$ cat config.mk
export PLATFORM = sky130hd
export DESIGN_NAME = petri_top
export DESIGN_NICKNAME = d
export VERILOG_FILES = /design/src/source/petri_pkg.sv /design/src/source/fire_arbiter.sv /design/src/source/marking_store.sv /design/src/source/petri_top.sv /design/src/source/transition_unit.sv
export SDC_FILE = /design/constraint.sdc
export NUM_CORES = 1
export LEC_CHECK = 0
export BUFFER_PORTS_ARGS = -buffer_cell sky130_fd_sc_hd__buf_2
export CAP_MARGIN = 20
export CORE_MARGIN = 2
export CORE_UTILIZATION = 55
export DETAILED_ROUTE_END_ITERATION = 12
export HOLD_SLACK_MARGIN = 0.12
export PLACE_DENSITY = 0.79
export SYNTH_ARGS = -nofsm -noshare
export SYNTH_HDL_FRONTEND = slang
export SYNTH_SLANG_ARGS = --single-unit
$ cat constraint.sdc
create_clock -name clk -period 5 [get_ports clk]
set_input_delay 0.5 -clock clk [delete_from_list [all_inputs] [get_ports clk]]
set_output_delay 0.5 -clock clk [all_outputs]
set_load 0.02 [all_outputs]
$ cat src/source/petri_pkg.sv
package petri_pkg;

        localparam int TOKEN_W    = 8;
        localparam int NUM_PLACES = 8;
        localparam int NUM_TRANS  = 6;
        localparam int STEP_W     = 16;

        localparam int TRANS_IDX_W = $clog2(NUM_TRANS); // Width of a transition index

        // Input places of each transition, bit p set for place p
        localparam logic [NUM_PLACES-1:0] NET_IN [NUM_TRANS] = '{
                8'b0000_0011,   // t0: p0, p1
                8'b0000_0100,   // t1: p2
                8'b0000_1000,   // t2: p3
                8'b0011_0000,   // t3: p4, p5
                8'b0100_1000,   // t4: p3, p6
                8'b1000_0000    // t5: p7
        };

        // Output places, same layout as NET_IN
        localparam logic [NUM_PLACES-1:0] NET_OUT [NUM_TRANS] = '{
                8'b0000_0100,   // t0 to p2
                8'b0001_1000,   // t1 to p3, p4
                8'b0010_0000,   // t2 to p5
                8'b0100_0000,   // t3 to p6
                8'b1000_0000,   // t4 to p7
                8'b0000_0011    // t5 to p0, p1
        };

        // Transitions whose enabling holds back the row's transition
        localparam logic [NUM_TRANS-1:0] NET_SUPPRESS [NUM_TRANS] = '{
                6'b00_0000,
                6'b00_0000,
                6'b01_0000,     // t2 waits while t4 is enabled
                6'b00_0000,
                6'b00_0000,
                6'b00_0000
        };

        // Engine run states
        typedef enum logic [1:0] {
                ST_IDLE,        // Waiting for a load
                ST_EVAL,        // Arbiter picks a firing
                ST_APPLY,       // Marking updated by the picked firing
                ST_DONE         // Result offered to the host
        } run_state_e;

endpackage

$ cat src/source/fire_arbiter.sv
`timescale 1ns/1ps

module fire_arbiter (
        input  logic                                               clk,
        input  logic                                               rst,
        input  logic                                               eval,
        input  logic [petri_pkg::NUM_TRANS-1:0]                    enabled,
        input  logic [petri_pkg::NUM_TRANS*petri_pkg::TOKEN_W-1:0] amounts,
        output logic                                               fire_valid,
        output logic [petri_pkg::TRANS_IDX_W-1:0]                  fire_index,
        output logic [petri_pkg::TOKEN_W-1:0]                      fire_amount
);

        logic [petri_pkg::NUM_TRANS-1:0]   survive;
        logic                              pick_valid;
        logic [petri_pkg::TRANS_IDX_W-1:0] pick_index;
        logic [petri_pkg::TOKEN_W-1:0]     pick_amount;

        // Drop a transition while any of its suppressors is enabled
        always_comb begin
                for (int t = 0; t < petri_pkg::NUM_TRANS; t++) begin
                        survive[t] = enabled[t] && !(|(petri_pkg::NET_SUPPRESS[t] & enabled));
                end
        end

        // Lowest surviving index wins
        always_comb begin
                pick_index  = '0;
                pick_amount = '0;
                for (int t = petri_pkg::NUM_TRANS - 1; t >= 0; t--) begin
                        if (survive[t]) begin
                                pick_index  = petri_pkg::TRANS_IDX_W'(t);
                                pick_amount = amounts[t*petri_pkg::TOKEN_W +: petri_pkg::TOKEN_W];
                        end
                end
        end

        assign pick_valid = |survive;

        always_ff @(posedge clk) begin
                if (rst) begin
                        fire_valid <= 1'b0;
                end else begin
                        fire_valid <= eval && pick_valid; // Only lives for the apply cycle
                end
        end

        always_ff @(posedge clk) begin
                if (eval) begin
                        fire_index  <= pick_index;
                        fire_amount <= pick_amount;
                end
        end

endmodule

$ cat src/source/marking_store.sv
`timescale 1ns/1ps

module marking_store #(
        parameter int MAX_STEPS = 1000
) (
        input  logic                                                clk,
        input  logic                                                rst,
        input  logic                                                load_valid,
        output logic                                                load_ready,
        input  logic [petri_pkg::NUM_PLACES*petri_pkg::TOKEN_W-1:0] load_marking,
        output logic [petri_pkg::NUM_PLACES*petri_pkg::TOKEN_W-1:0] marking,
        output logic                                                eval,
        input  logic                                                fire_valid,
        input  logic [petri_pkg::TRANS_IDX_W-1:0]                   fire_index,
        input  logic [petri_pkg::TOKEN_W-1:0]                       fire_amount,
        output logic                                                result_valid,
        input  logic                                                result_ready,
        output logic [petri_pkg::NUM_PLACES*petri_pkg::TOKEN_W-1:0] result_marking,
        output logic [petri_pkg::STEP_W-1:0]                        result_steps,
        output logic                                                result_limit
);

        petri_pkg::run_state_e state;

        logic [petri_pkg::TOKEN_W-1:0] places      [petri_pkg::NUM_PLACES];
        logic [petri_pkg::TOKEN_W-1:0] next_places [petri_pkg::NUM_PLACES];
        logic [petri_pkg::STEP_W-1:0]  steps;
        logic [petri_pkg::STEP_W-1:0]  steps_next;
        logic                          limit;
        logic                          load_accept;
        logic                          result_accept;

        assign load_ready    = (state == petri_pkg::ST_IDLE);
        assign result_valid  = (state == petri_pkg::ST_DONE);
        assign eval          = (state == petri_pkg::ST_EVAL);
        assign load_accept   = load_valid && load_ready;
        assign result_accept = result_valid && result_ready;
        assign steps_next    = steps + 1'b1;

        for (genvar p = 0; p < petri_pkg::NUM_PLACES; p++) begin : g_flat
                assign marking[p*petri_pkg::TOKEN_W +: petri_pkg::TOKEN_W] = places[p];
        end

        assign result_marking = marking;
        assign result_steps   = steps;
        assign result_limit   = limit;

        // Subtract from inputs first, then add to outputs, wrapping at 256
        always_comb begin
                for (int p = 0; p < petri_pkg::NUM_PLACES; p++) begin
                        next_places[p] = places[p];
                        if (petri_pkg::NET_IN[fire_index][p]) begin
                                next_places[p] = next_places[p] - fire_amount;
                        end
                        if (petri_pkg::NET_OUT[fire_index][p]) begin
                                next_places[p] = next_places[p] + fire_amount;
                        end
                end
        end

        always_ff @(posedge clk) begin
                if (rst) begin
                        state <= petri_pkg::ST_IDLE;
                        steps <= '0;
                        limit <= 1'b0;
                end else begin
                        case (state)
                        petri_pkg::ST_IDLE: begin
                                if (load_accept) begin
                                        state <= petri_pkg::ST_EVAL;
                                        steps <= '0;
                                        limit <= 1'b0;
                                end
                        end
                        petri_pkg::ST_EVAL: begin
                                state <= petri_pkg::ST_APPLY; // Arbiter registers its pick now
                        end
                        petri_pkg::ST_APPLY: begin
                                if (!fire_valid) begin
                                        state <= petri_pkg::ST_DONE; // Net is dead
                                end else begin
                                        steps <= steps_next;
                                        if (steps_next == petri_pkg::STEP_W'(MAX_STEPS)) begin
                                                state <= petri_pkg::ST_DONE;
                                                limit <= 1'b1;
                                        end else begin
                                                state <= petri_pkg::ST_EVAL;
                                        end
                                end
                        end
                        petri_pkg::ST_DONE: begin
                                if (result_accept) begin
                                        state <= petri_pkg::ST_IDLE;
                                end
                        end
                        default: state <= petri_pkg::ST_IDLE;
                        endcase
                end
        end

        // Token counts
        always_ff @(posedge clk) begin
                for (int p = 0; p < petri_pkg::NUM_PLACES; p++) begin
                        if (load_accept) begin
                                places[p] <= load_marking[p*petri_pkg::TOKEN_W +: petri_pkg::TOKEN_W];
                        end else if (state == petri_pkg::ST_APPLY && fire_valid) begin
                                places[p] <= next_places[p];
                        end
                end
        end

endmodule

$ cat src/source/petri_top.sv
`timescale 1ns/1ps

module petri_top #(
        parameter int MAX_STEPS = 1000
) (
        input  logic                                                clk,
        input  logic                                                rst,
        input  logic                                                load_valid,
        output logic                                                load_ready,
        input  logic [petri_pkg::NUM_PLACES*petri_pkg::TOKEN_W-1:0] load_marking,
        output logic                                                result_valid,
        input  logic                                                result_ready,
        output logic [petri_pkg::NUM_PLACES*petri_pkg::TOKEN_W-1:0] result_marking,
        output logic [petri_pkg::STEP_W-1:0]                        result_steps,
        output logic                                                result_limit
);

        logic [petri_pkg::NUM_PLACES*petri_pkg::TOKEN_W-1:0] marking;
        logic [petri_pkg::NUM_TRANS-1:0]                     enabled;
        logic [petri_pkg::NUM_TRANS*petri_pkg::TOKEN_W-1:0]  amounts;
        logic                                                eval;
        logic                                                fire_valid;
        logic [petri_pkg::TRANS_IDX_W-1:0]                   fire_index;
        logic [petri_pkg::TOKEN_W-1:0]                       fire_amount;

        marking_store #(
                .MAX_STEPS(MAX_STEPS)
        ) marking_store_i (
                .clk            (clk),
                .rst            (rst),
                .load_valid     (load_valid),
                .load_ready     (load_ready),
                .load_marking   (load_marking),
                .marking        (marking),
                .eval           (eval),
                .fire_valid     (fire_valid),
                .fire_index     (fire_index),
                .fire_amount    (fire_amount),
                .result_valid   (result_valid),
                .result_ready   (result_ready),
                .result_marking (result_marking),
                .result_steps   (result_steps),
                .result_limit   (result_limit)
        );

        // One unit per transition
        for (genvar t = 0; t < petri_pkg::NUM_TRANS; t++) begin : g_trans
                transition_unit #(
                        .TRANS_INDEX(t)
                ) transition_unit_i (
                        .marking (marking),
                        .enabled (enabled[t]),
                        .amount  (amounts[t*petri_pkg::TOKEN_W +: petri_pkg::TOKEN_W])
                );
        end

        fire_arbiter fire_arbiter_i (
                .clk         (clk),
                .rst         (rst),
                .eval        (eval),
                .enabled     (enabled),
                .amounts     (amounts),
                .fire_valid  (fire_valid),
                .fire_index  (fire_index),
                .fire_amount (fire_amount)
        );

endmodule

$ cat src/source/transition_unit.sv
`timescale 1ns/1ps

module transition_unit #(
        parameter int TRANS_INDEX = 0
) (
        input  logic [petri_pkg::NUM_PLACES*petri_pkg::TOKEN_W-1:0] marking,
        output logic                                                enabled,
        output logic [petri_pkg::TOKEN_W-1:0]                       amount
);

        localparam logic [petri_pkg::NUM_PLACES-1:0] IN_MASK =
                petri_pkg::NET_IN[TRANS_INDEX];

        logic [petri_pkg::TOKEN_W-1:0] tokens [petri_pkg::NUM_PLACES];

        for (genvar p = 0; p < petri_pkg::NUM_PLACES; p++) begin : g_slice
                assign tokens[p] = marking[p*petri_pkg::TOKEN_W +: petri_pkg::TOKEN_W];
        end

        // Enabled when every input place is nonzero, batch is the smallest count
        always_comb begin
                enabled = 1'b1;
                amount  = '1;
                for (int p = 0; p < petri_pkg::NUM_PLACES; p++) begin
                        if (IN_MASK[p]) begin
                                if (tokens[p] == '0) begin
                                        enabled = 1'b0;
                                end
                                if (tokens[p] < amount) begin
                                        amount = tokens[p];
                                end
                        end
                end
                if (!enabled) begin
                        amount = '0; // Empty input place gives no batch
                end
        end

endmodule

Yosys cells after proc, flatten, opt, wreduce, memory -nomap -nowiden
Memories as Yosys holds them, arrays and structs flattened.
Cells that the tools add are included.

storage, ports and cells
  register bits = 31
  memory bits (writable) = 64
  memory bits (read-only) = 128
  bits of input ports = 68
  output and inout bits = 83
  logic and storage cells = 150
  memories kept = 3

memories
  name                    words  bits a word  read ports  clocked after memory_dff  write ports  RTL line             RTL
  (no name shown)         8      8            1           0                         0            marking_store.sv:52  if (petri_pkg::NET_IN[fire_index][p]) begin
  (no name shown)         8      8            1           0                         0            marking_store.sv:55  if (petri_pkg::NET_OUT[fire_index][p]) begin
  marking_store_i.places  8      8            8           0                         8            marking_store.sv:25  logic [petri_pkg::TOKEN_W-1:0] places [petri_pkg::NUM_PLACES];

cells by class
  add/subtract/negate cells = 17
  order comparisons = 9
  equality and inequality tests = 8
  mux-type cells = 73
  bitwise gates (word level) = 10
  reductions and logical operators = 22

operators by type and width
  operator                                                  count
  2-to-1 mux 8 bit                                          43
  adder 8 bit                                               8
  logical NOT 8 bit                                         8
  subtractor 8 bit                                          8
  less-than comparator 8 bit, second input constant         5
  2-to-1 mux 16 bit                                         2
  one-hot mux 16 bit (2 select lines)                       1
  less-than comparator 8 bit                                3
  2-to-1 mux 1 bit                                          17
  adder 16 x 1 -> 16 bit, second input constant             1
  equality test 16 x 10 -> 1 bit, second input constant     1
  2-to-1 mux 2 bit                                          6
  OR 1 bit                                                  8
  one-hot mux 2 bit (4 select lines)                        1
  2-to-1 mux 3 bit                                          2
  OR reduction 6 bit                                        1
  logical AND 1 bit                                         5
  equality test 2 bit, second input constant                2
  greater-or-equal comparator 4 bit, second input constant  1
  != test 2 x 1 -> 1 bit, second input constant             2
  != test 2 bit, second input constant                      2
  NOT 3 -> 4 bit                                            1
  AND reduction 4 bit                                       1
  OR reduction 4 bit                                        1
  9 further kinds                                           9

Logic depth before layout (Yosys ltp)
Gate-level depths: netlist (run 1).
An unclocked memory read counts as a cell.

  word-level depth = 10
  depth in mapped cells = 18

Modules after synthesis
A second synthesis (run 1) with hierarchy kept.

second synthesis, totals
  cell total of the unflattened synthesis = 1546
  area total of the unflattened synthesis = 12224.2 sq um

by module, submodules not included
  module                                               instances  cells each  area an instance (sq um)
  marking_store                                        1          1258        10077.2
  transition_unit at g_trans[0].transition_unit_i ...  3          56          381.6
  fire_arbiter                                         1          87          863.3
  transition_unit at g_trans[1].transition_unit_i ...  3          11          46.3

Worst setup path before layout (run 1)
Ideal clock, no wire load.

  kind = register -> register
  start point = register fire_arbiter_i.fire_amount[1] (netlist name)
  end point = memory marking_store_i.places[0][23] (netlist name) (data pin)
  setup time = 152 ps
  arrival time = 4076 ps
  path slack = 772 ps
  cell stages (with the launch flop) = 16
  path buffers = 0
  cells stage by stage = edfxtp_1 inv_1 fa_1 a21o_1 a21oi_1 o21bai_1 a21oi_1 xor2_1 nor2_1 a21o_1 ha_1 or3_1 o211ai_1 xnor2_1 or3_1 a31oi_1

RTL lines
  item                    RTL line             RTL
  start, declared         fire_arbiter.sv:11   output logic [petri_pkg::TOKEN_W-1:0] fire_amount
  start signal, assigned  fire_arbiter.sv:51   fire_amount <= pick_amount;
  end, declared           marking_store.sv:25

==> flow_summary.toml, run 1 <==
[timing]
maxSlewViolCount = 0
skew_ns = 0.0131
fin_crit_sh = 0.868
rsz0062_at_grt = "false"
hold_violations = 0
max_clock_freq_ghz = 0.230
maxSlewHeadroom = 0.368
final.setup.tns_ns = 0
finalSetupViolCount = 0
finalCriticalPeriod_ns = 4.34
tightest_slew_ns = 0.946

[floorplan]
io_pins = 151
die_h_um = 144
core_area_um2 = 19300
fp.dieArea_um2 = 20700
initial_core_util = 0.556
die_x_um = 144
std_cell_rows = 51

[route]
wl_per_cell_um = 18.7
drtIter0Drc = 814
wirelength_um = 32000
drt.antenna.violating_nets = 0
vias = 10400
vias_per_cell = 6.12
first_pass_iters = 5
drcViolationCount = 0

[worst_setup_path]
path_delay_family = "compound AO/OA/AOI/OAI gates"
worst-path-buf-inv = 1
crit_chain = "ha_1 -> inv_1 -> fa_1 -> a21o_1 -> a21oi_1 -> xnor2_1 -> o21ai_0 -> ha_1 -> nand3_1 -> o2111ai_1 -> a21o_1 -> a21oi_1 -> mux2i_1 -> o21ai_0 -> xnor2_1 -> o21ai_0"
worstPathMaxFanout = 16
end_kind = "flop"
cp.required_ns = 5.09
startpoint_type = "flop"
r2r_setup_slack_ns = 0.66
reg2reg_from = "fire_arbiter_i.fire_amount[0]"
worstRegToRegCells = 16
crit_top_cell = "o21ai_0"
arrival_ns = 4.43
worstReg2RegEnd = "marking_store_i.places[0][31]"
timing_worst_setup_path_type = "flop to flop"
slowest_stage = "edfxtp_1"
cpPeakStageDelay_ns = 0.96

[cells_and_area]
diodes = 0
fin_area_um2 = 12100
layout_common_cells = "buf_2, nand2_1, o21ai_0"
finalNetCount = 1660
syn2layout_area_growth_pct = 12.3
final_common_cell = "buf_2"
drive_above_1_share = 0.148

[pwr]
seqPwrFrac = 0.333
p_int_mw = 1.87
combPwrFrac = 0.438
switchingPower_mw = 1.23
power_frac_clock = 0.229
p_sw_frac = 0.397
p_leak_nw = 5.48
power_density_nw_per_um2 = 257
vdd.ir_drop.worst_mv = 0.184

[clocking]
holdBufCountCts = 0
clk_latency_ns = 0.37
clk_path_buf_depth = 2
htreeDepth = 3
cts_tree = "built"
post_cts_buffers = 0
cts_resized = 0
cts_buffers = 9
path_clk_slew_ns = 0.08
cts_root_buf = "clkbuf_16"
cts_sinks = 95

[place]
gp_congestion = 0.916
placed_cell_area_um2 = 11800
io_buffers = 150
hpwlAfterDp_um = 23300

[yosys]
synthCells = 1306
synth-seq-cells = 95
seq_area_frac_synth = 0.247
synth_cell_types = 61
synthArstFlopShare = 0
syn_avg_cell_area_um2 = 8.23
synth_flop_cell = "edfxtp_1"
yosysWarnings = 0
syn-cell-area_um2 = 10800
synth_edf_count = 75
syn-num-nets = 1531

[min_path]
hold_class = "input pin to flop"
hold_end = "marking_store_i.places[1][11]"
min_from = "load_marking[43]"
min_path_cells = 3

[global_routing]
grt_pass1_vias = 9710
antenna_found_initial = 0
grt_pass1_wl_um = 49600
grt_overflow = 0
grt_start_max_net_pins = 67
track_usage = 0.308

[flow_run]
drv_cap = 0

[status]
status = "complete, no violations"
power groups by stage:
| stage | Clock [mW] | Sequential (mW) | Combinational, mW |
|---|---|---|---|
| after detailed placement | 0 | 1.05 | 1.33 |
| final | 0.708 | 1.03 | 1.36 |
| after CTS | 0.716 | 1.03 | 1.34 |
| after global placement | 0 | 1.04 | 1.29 |
| after global routing | 0.739 | 1.04 | 1.51 |
| after floorplan | 0 | 1.06 | 0.974 |
layout make-up:
type,count,area [um^2]
Clock buffer,9,225
Clock inverter,7,68.8
Fill cell,1702,7260
Inverter,71,267
Multi-Input combinational cell,1093,7660
Sequential cell,95,2650
Tap cell,265,332
Timing Repair Buffer,165,863
how the worst max path moves through the flow:
stage / from / endpoint / slack, ns / depth (start not counted)
finish: fire_arbiter_i.fire_amount[0] / marking_store_i.places[0][31] / 0.66 / 16
global placement: fire_arbiter_i.fire_amount[0] / marking_store_i.places[0][23] / 0.93 / 16
global route: fire_arbiter_i.fire_amount[0] / marking_store_i.places[0][15] / 0.37 / 15
CTS: fire_arbiter_i.fire_amount[0] / marking_store_i.places[0][7] / 0.72 / 16
detailed placement: fire_arbiter_i.fire_amount[0] / marking_store_i.places[0][7] / 0.73 / 16
floorplan: fire_arbiter_i.fire_amount[1] / marking_store_i.places[0][23] / 0.77 / 15
per-stage QoR:
step	instances	util	hold slack, ns	setup WS (ns)	total power, mW
detailed placement	1688	0.609	0.509	0.731	2.38
global route	1705	0.624	0.410	0.372	3.29
CTS	1704	0.624	0.399	0.722	3.09
global placement	1688	0.609	0.497	0.931	2.33
floorplan	1306	-	0.494	0.772	2.04
finish	1705	0.624	0.402	0.661	3.10
registers in the layout, summed over array words and instances, names as in the netlist:
| name | flops |
|---|---|
| marking_store_i.result_limit | 1 |
| marking_store_i.result_steps | 16 |
| fire_arbiter_i.fire_amount | 8 |
| marking_store_i.places | 64 |
| fire_arbiter_i.fire_valid | 1 |
| fire_arbiter_i.fire_index | 3 |
| marking_store_i.state | 2 |
routing by layer:
metal	global-route usage	up-vias	share of wire
met2	0.508	471	0.46
met3	0.0570	107	0.087
li1	-	5010	-
met4	0.153	0	0.048
met1	0.387	4855	0.40
met5	0	-	0
cell usage after synthesis (all sizes together), types with 15 or more instances:
cell type    n  area share
a211oi      15       0.010
a21o        37       0.026
a21oi       99       0.047
clkbuf      35       0.012
dfxtp       20       0.037
edfxtp      75        0.21
fa          16       0.030
ha         141        0.16
inv         70       0.024
mux2        17       0.018
mux2i       46       0.043
nand2      151       0.053
nand3       24       0.011
nor2       120       0.042
nor4        16      0.0093
o21ai      151       0.071
xnor2       54       0.044
xor2        28       0.023
cells by family after synthesis:
| family | Yosys count | synth area share |
|---|---|---|
| AOI/OAI and AO/OA | 401 | 0.227 |
| xor gates and xnor gates | 82 | 0.0668 |
| muxes | 63 | 0.0610 |
| DFF | 95 | 0.247 |
| adders and majority gates | 157 | 0.194 |
| buffers and inverters | 118 | 0.0421 |
| and+or+nand+nor | 390 | 0.163 |
worst register-to-register path, stage by stage (launching register included):
cell and delay, ns:
edfxtp_1 0.96, ha_1 0.28, inv_1 0.06, fa_1 0.42
a21o_1 0.19, a21oi_1 0.24, xnor2_1 0.10, o21ai_0 0.24
ha_1 0.34, nand3_1 0.11, o2111ai_1 0.16, a21o_1 0.22
a21oi_1 0.19, mux2i_1 0.20, o21ai_0 0.12, xnor2_1 0.15
o21ai_0 0.09
Note: power is estimated with default switching activity, not from simulation.
==> run 2: changes to the inputs <==
PLACE_DENSITY = 0.78   (was 0.79)
SYNTH_HIERARCHICAL = 1   (was unset)
==> flow_summary.toml, run 2 <==
[cells_and_area]
final_common_cell = "nand2_1"
layout_common_cells = "nand2_1, buf_2, ha_1"
syn2layout_area_growth_pct = 5.91
drive_above_1_share = 0.143
largest_reg_flops = 64
diodes = 0
largest-register = "marking_store_i/places"
finalNetCount = 1804

[timing]
tightest_slew_ns = 0.769
max_clock_freq_ghz = 0.233
fin_crit_sh = 0.858
finalSetupViolCount = 0
finalCriticalPeriod_ns = 4.29
maxSlewHeadroom = 0.487
skew_ns = 0.0103
final.setup.tns_ns = 0
maxSlewViolCount = 0
rsz0062_at_grt = "false"
hold_violations = 0

[status]
status = "complete, no violations"

[route]
wirelength_um = 35200
wl_per_cell_um = 18.9
drt.antenna.violating_nets = 0
vias = 11600
vias_per_cell = 6.22
first_pass_iters = 7
drtIter0Drc = 1031
drcViolationCount = 0

[global_routing]
track_usage = 0.296
grt_use_met2 = 0.480
grtUsageMet3 = 0.0388
grt_start_max_net_pins = 75
grt_pass1_vias = 11000
grt_pass1_wl_um = 56200
grt_overflow = 0
met1_usage = 0.395
antenna_found_initial = 1
busiest_layer = "met2"

[place]
io_buffers = 150
gp_congestion = 0.941
hpwlAfterDp_um = 25900

[clocking]
clk_path_buf_depth = 2
path_clk_slew_ns = 0.08
holdBufCountCts = 0
clk_latency_ns = 0.36
cts_root_buf = "clkbuf_16"
cts_sinks = 95
cts_resized = 0
cts_tree = "built"
post_cts_buffers = 0
htreeDepth = 3
cts_buffers = 9

[pwr]
power_frac_clock = 0.218
combPwrFrac = 0.462
p_sw_frac = 0.410
p_int_mw = 1.93
p_leak_nw = 5.96
seqPwrFrac = 0.320
vdd.ir_drop.worst_mv = 0.184
total_power_mw = 3.27
switchingPower_mw = 1.34
power_density_nw_per_um2 = 253

[worst_setup_path]
path_delay_family = "simple AND/OR/NAND/NOR gates"
startpoint_type = "flop"
cpPeakStageDelay_ns = 0.71
cp.required_ns = 5.08
end_kind = "flop"
timing_worst_setup_path_type = "flop to flop"
slowest_stage = "edfxtp_1"
worstRegToRegCells = 17
arrival_ns = 4.36
worst-path-buf-inv = 1
crit_chain = "ha_1 -> inv_1 -> fa_1 -> a21o_1 -> a21oi_1 -> nor2b_1 -> o21a_1 -> nor2_1 -> xor2_1 -> o21ai_0 -> ha_1 -> or2_2 -> nor3_1 -> nor3_1 -> nor4b_1 -> xor2_1 -> o21ai_0"
crit_start = "fire_arbiter_i/fire_amount[0]"
worstPathMaxFanout = 10
cp_num_cells = 17
reg2reg_from = "fire_arbiter_i/fire_amount[0]"

[yosys]
synth_edf_count = 75
syn-cell-area_um2 = 12200
synth-seq-cells = 95
yosys-top-cells-area = "edfxtp_1, ha_1, nand2_1"
synthArstFlopShare = 0
yosysTopAreaCellShare = 0.184
syn_avg_cell_area_um2 = 7.91
synth_flop_cell = "edfxtp_1"
synth_cell_types = 73
seq_area_frac_synth = 0.217
yosysMostFrequentCell = "nand2_1"
synthTopCellsByCount = "nand2_1, ha_1, o21ai_0"
syn-num-nets = 1772
yosysWarnings = 6
yosysTopAreaCell = "edfxtp_1"
synthCells = 1546

[floorplan]
initial_core_util = 0.560
die_h_um = 153
fp.dieArea_um2 = 23400
die_x_um = 153
core_area_um2 = 21800
io_pins = 151
std_cell_rows = 54

[flow_run]
drv_cap = 0

[min_path]
min_path_cells = 3
min_from = "load_marking[18]"
hold_class = "input pin to flop"
[run 2: cell types whose count changed in the layout (fill, tap and decap cells not counted), moves of 10 or more]
cell and delta:
nand2_1 +61, a21o_1 -13, o21ai_0 -13, nor2b_1 +12, a22oi_1 +10, mux2_2 -10
nand2b_1 +10, nor2_1 +10
[run 2: kinds of logic (layout without fill, tap and decap cells)]
kind of cell               count (synthesis)  after routing  synth area share
adders and majority gates                158            158             0.172
DFF                                       95             95             0.217
buffers and inverters                    212            249            0.0877
and+or+nand+nor                          543            543             0.212
muxes                                     54             54            0.0448
AOI/OAI and AO/OA                        400            400             0.206
xor gates and xnor gates                  84             84            0.0602
[run 2: final timing paths]
kind / endpoint / slack (ns)
min reg2reg: marking_store_i/result_limit / 0.46
max: marking_store_i/places[0][15] / 0.71
max reg2reg: marking_store_i/places[0][15] / 0.71
min: marking_store_i/places[0][18] / 0.41
[run 2: layout make-up]
| type | count | area, um^2 |
|---|---|---|
| clock buffers | 10 | 239 |
| clock inverters | 6 | 51.3 |
| flip-flops and latches | 95 | 2650 |
| well taps | 280 | 350 |
| repair buffers | 172 | 916 |
| fillers | 1969 | 8880 |
| inverters | 61 | 229 |
| multi-input cells | 1239 | 8510 |
[run 2: power groups by stage]
stage               combinational, mW  clock (mW)  sequential, mW
finish                           1.51       0.714            1.05
global route                     1.68       0.752            1.05
CTS                              1.50       0.723            1.04
detailed placement               1.48           0            1.06
global placement                 1.43           0            1.06
floorplan                        1.20           0            1.01
[run 2: worst register-to-register path, delay by kind of cell (launching register included)]
family,cells,cell delay [ns]
xor+xnor,2,0.33
simple gates,6,1.20
fa+ha+maj,3,0.92
buf+inv,1,0.07
compound gates,5,0.79
flops,1,0.71
[run 2: metrics by stage]
stage / setup slack [ns] / utilization / std cells / hold WS [ns] / area (um^2)
2_1_floorplan: 0.701 / - / 1546 / 0.476 / 12200
3_3_place_gp: 1.05 / 0.580 / 1846 / 0.439 / 12600
4_1_cts: 0.796 / 0.593 / 1862 / 0.398 / 12900
3_5_place_dp: 0.822 / 0.580 / 1846 / 0.447 / 12600
5_1_grt: 0.489 / 0.593 / 1863 / 0.419 / 12900
6_report: 0.712 / 0.593 / 1863 / 0.411 / 12900
[run 2: per-layer routing]
layer | part of all wire | vias up
met1 | 0.42 | 5416
met5 | 0 | -
met2 | 0.46 | 543
met4 | 0.038 | 0
li1 | - | 5521
met3 | 0.087 | 104
==> run 3: changes to the inputs <==
clock period = 4.82 ns   (was 5 ns; I/O delays follow)
==> flow_summary.toml, run 3 (same netlist as run 2, synthesis figures left out) <==
[clocking]
clk_path_buf_depth = 2
htreeDepth = 3
cts_sinks = 95
post_cts_buffers = 0
clk_latency_ns = 0.37
cts_root_buf = "clkbuf_16"
path_clk_slew_ns = 0.08
cts_resized = 0
holdBufCountCts = 0
cts_buffers = 9
cts_tree = "built"

[timing]
fin_crit_sh = 0.862
maxSlewHeadroom = 0.260
finalSetupViolCount = 0
setup_slack_ns = 0.664
skew_ns = 0.00941
rsz0062_at_grt = "false"
tightest_slew_ns = 1.11
maxSlewViolCount = 0
max_clock_freq_ghz = 0.241
finalCriticalPeriod_ns = 4.16
hold_violations = 0
final.setup.tns_ns = 0

[worst_setup_path]
crit_start = "fire_arbiter_i/fire_amount[0]"
critPathCapture = "marking_store_i/places[0][15]"
slowest_stage = "edfxtp_1"
worstPathMaxFanout = 10
worst-path-buf-inv = 1
cpPeakStageDelay_ns = 0.70
arrival_ns = 4.25
end_kind = "flop"
worstReg2RegEnd = "marking_store_i/places[0][15]"
cp_num_cells = 17
path_delay_family = "simple AND/OR/NAND/NOR gates"
startpoint_type = "flop"
r2r_setup_slack_ns = 0.66
crit_chain = "ha_1 -> inv_1 -> fa_1 -> a21o_1 -> a21oi_1 -> nor2b_1 -> o21a_1 -> nor2_1 -> xor2_1 -> o21ai_0 -> ha_1 -> or2_2 -> nor3_1 -> nor3_1 -> nor4b_1 -> xor2_1 -> o21ai_0"
worstRegToRegCells = 17
cp.required_ns = 4.92
timing_worst_setup_path_type = "flop to flop"
reg2reg_from = "fire_arbiter_i/fire_amount[0]"

[place]
pre_cts_slack_ns = 0.741
placed_cell_area_um2 = 12700
hpwlAfterDp_um = 26000
dp.cells = 1851
gp_congestion = 0.996
io_buffers = 150

[global_routing]
antenna_found_initial = 1
track_usage = 0.296
grt_overflow = 0
grt_pass1_wl_um = 56100
grt_pass1_vias = 11100
grt_start_max_net_pins = 62

[route]
wirelength_um = 35400
wl_per_cell_um = 19.0
vias_per_cell = 6.21
first_pass_iters = 6
drcViolationCount = 0
drt.antenna.violating_nets = 0
vias = 11600
drtIter0Drc = 994

[pwr]
p_int_mw = 1.99
p_leak_nw = 5.97
p_sw_frac = 0.413
power_frac_clock = 0.217
power_density_nw_per_um2 = 262
combPwrFrac = 0.464
switchingPower_mw = 1.40
vdd.ir_drop.worst_mv = 0.192
seqPwrFrac = 0.319

[cells_and_area]
final_common_cell = "nand2_1"
largest_reg_flops = 64
drive_above_1_share = 0.144
syn2layout_area_growth_pct = 6.08
layout_common_cells = "nand2_1, buf_2, ha_1"
diodes = 0
postLayoutCoreUtil = 0.594
fin_area_um2 = 13000
instances_no_fill = 1867
finalNetCount = 1808
largest-register = "marking_store_i/places"

[min_path]
min_path_cells = 3
hold_class = "input pin to flop"

[flow_run]
drv_cap = 0

[floorplan]
fp.dieArea_um2 = 23400
initial_core_util = 0.560
die_h_um = 153
io_pins = 151
core_area_um2 = 21800
die_x_um = 153
std_cell_rows = 54

[status]
status = "complete, no violations"
run 3: layer usage:
layer	share of wire	vias up	track usage
met5	0	-	0
met4	0.047	0	0.140
met3	0.10	130	0.0635
met2	0.45	576	0.477
met1	0.40	5363	0.379
li1	-	5528	-
run 3: stage by stage:
step	power (mW)	hold WS, ns
after detailed placement	2.63	0.450
after CTS	3.38	0.377
after floorplan	2.30	0.476
final	3.39	0.380
after global routing	3.60	0.396
after global placement	2.59	0.436
run 3: worst min-delay path by stage:
| stage | start | end | slack (ns) |
|---|---|---|---|
| after floorplan | fire_arbiter_i/fire_valid | marking_store_i/state[1] | 0.48 |
| after global placement | marking_store_i/result_limit | marking_store_i/result_limit | 0.44 |
| after detailed placement | marking_store_i/result_limit | marking_store_i/result_limit | 0.45 |
| after CTS | load_marking[8] | marking_store_i/places[0][8] | 0.38 |
| after global routing | load_marking[52] | marking_store_i/places[1][20] | 0.40 |
| final | load_marking[11] | marking_store_i/places[0][11] | 0.38 |
run 3: power by group through the flow:
stage / Clock, mW / Combinational [mW] / Sequential (mW)
3_5_place_dp: 0 / 1.54 / 1.09
5_1_grt: 0.772 / 1.74 / 1.09
4_1_cts: 0.748 / 1.55 / 1.08
2_1_floorplan: 0 / 1.25 / 1.05
3_3_place_gp: 0 / 1.49 / 1.09
6_report: 0.736 / 1.57 / 1.08
run 3: layout make-up:
type	instances	area [um^2]
Fill cell	1949	8860
Timing Repair Buffer	176	946
Tap cell	280	350
Sequential cell	95	2650
Inverter	61	229
Clock inverter	6	52.6
Clock buffer	10	229
Multi-Input combinational cell	1239	8510
run 3: tightest hold or removal path, stage by stage:
cell and delay (ns):
buf_2 0.07, nand2_1 0.03, o21ai_0 0.05
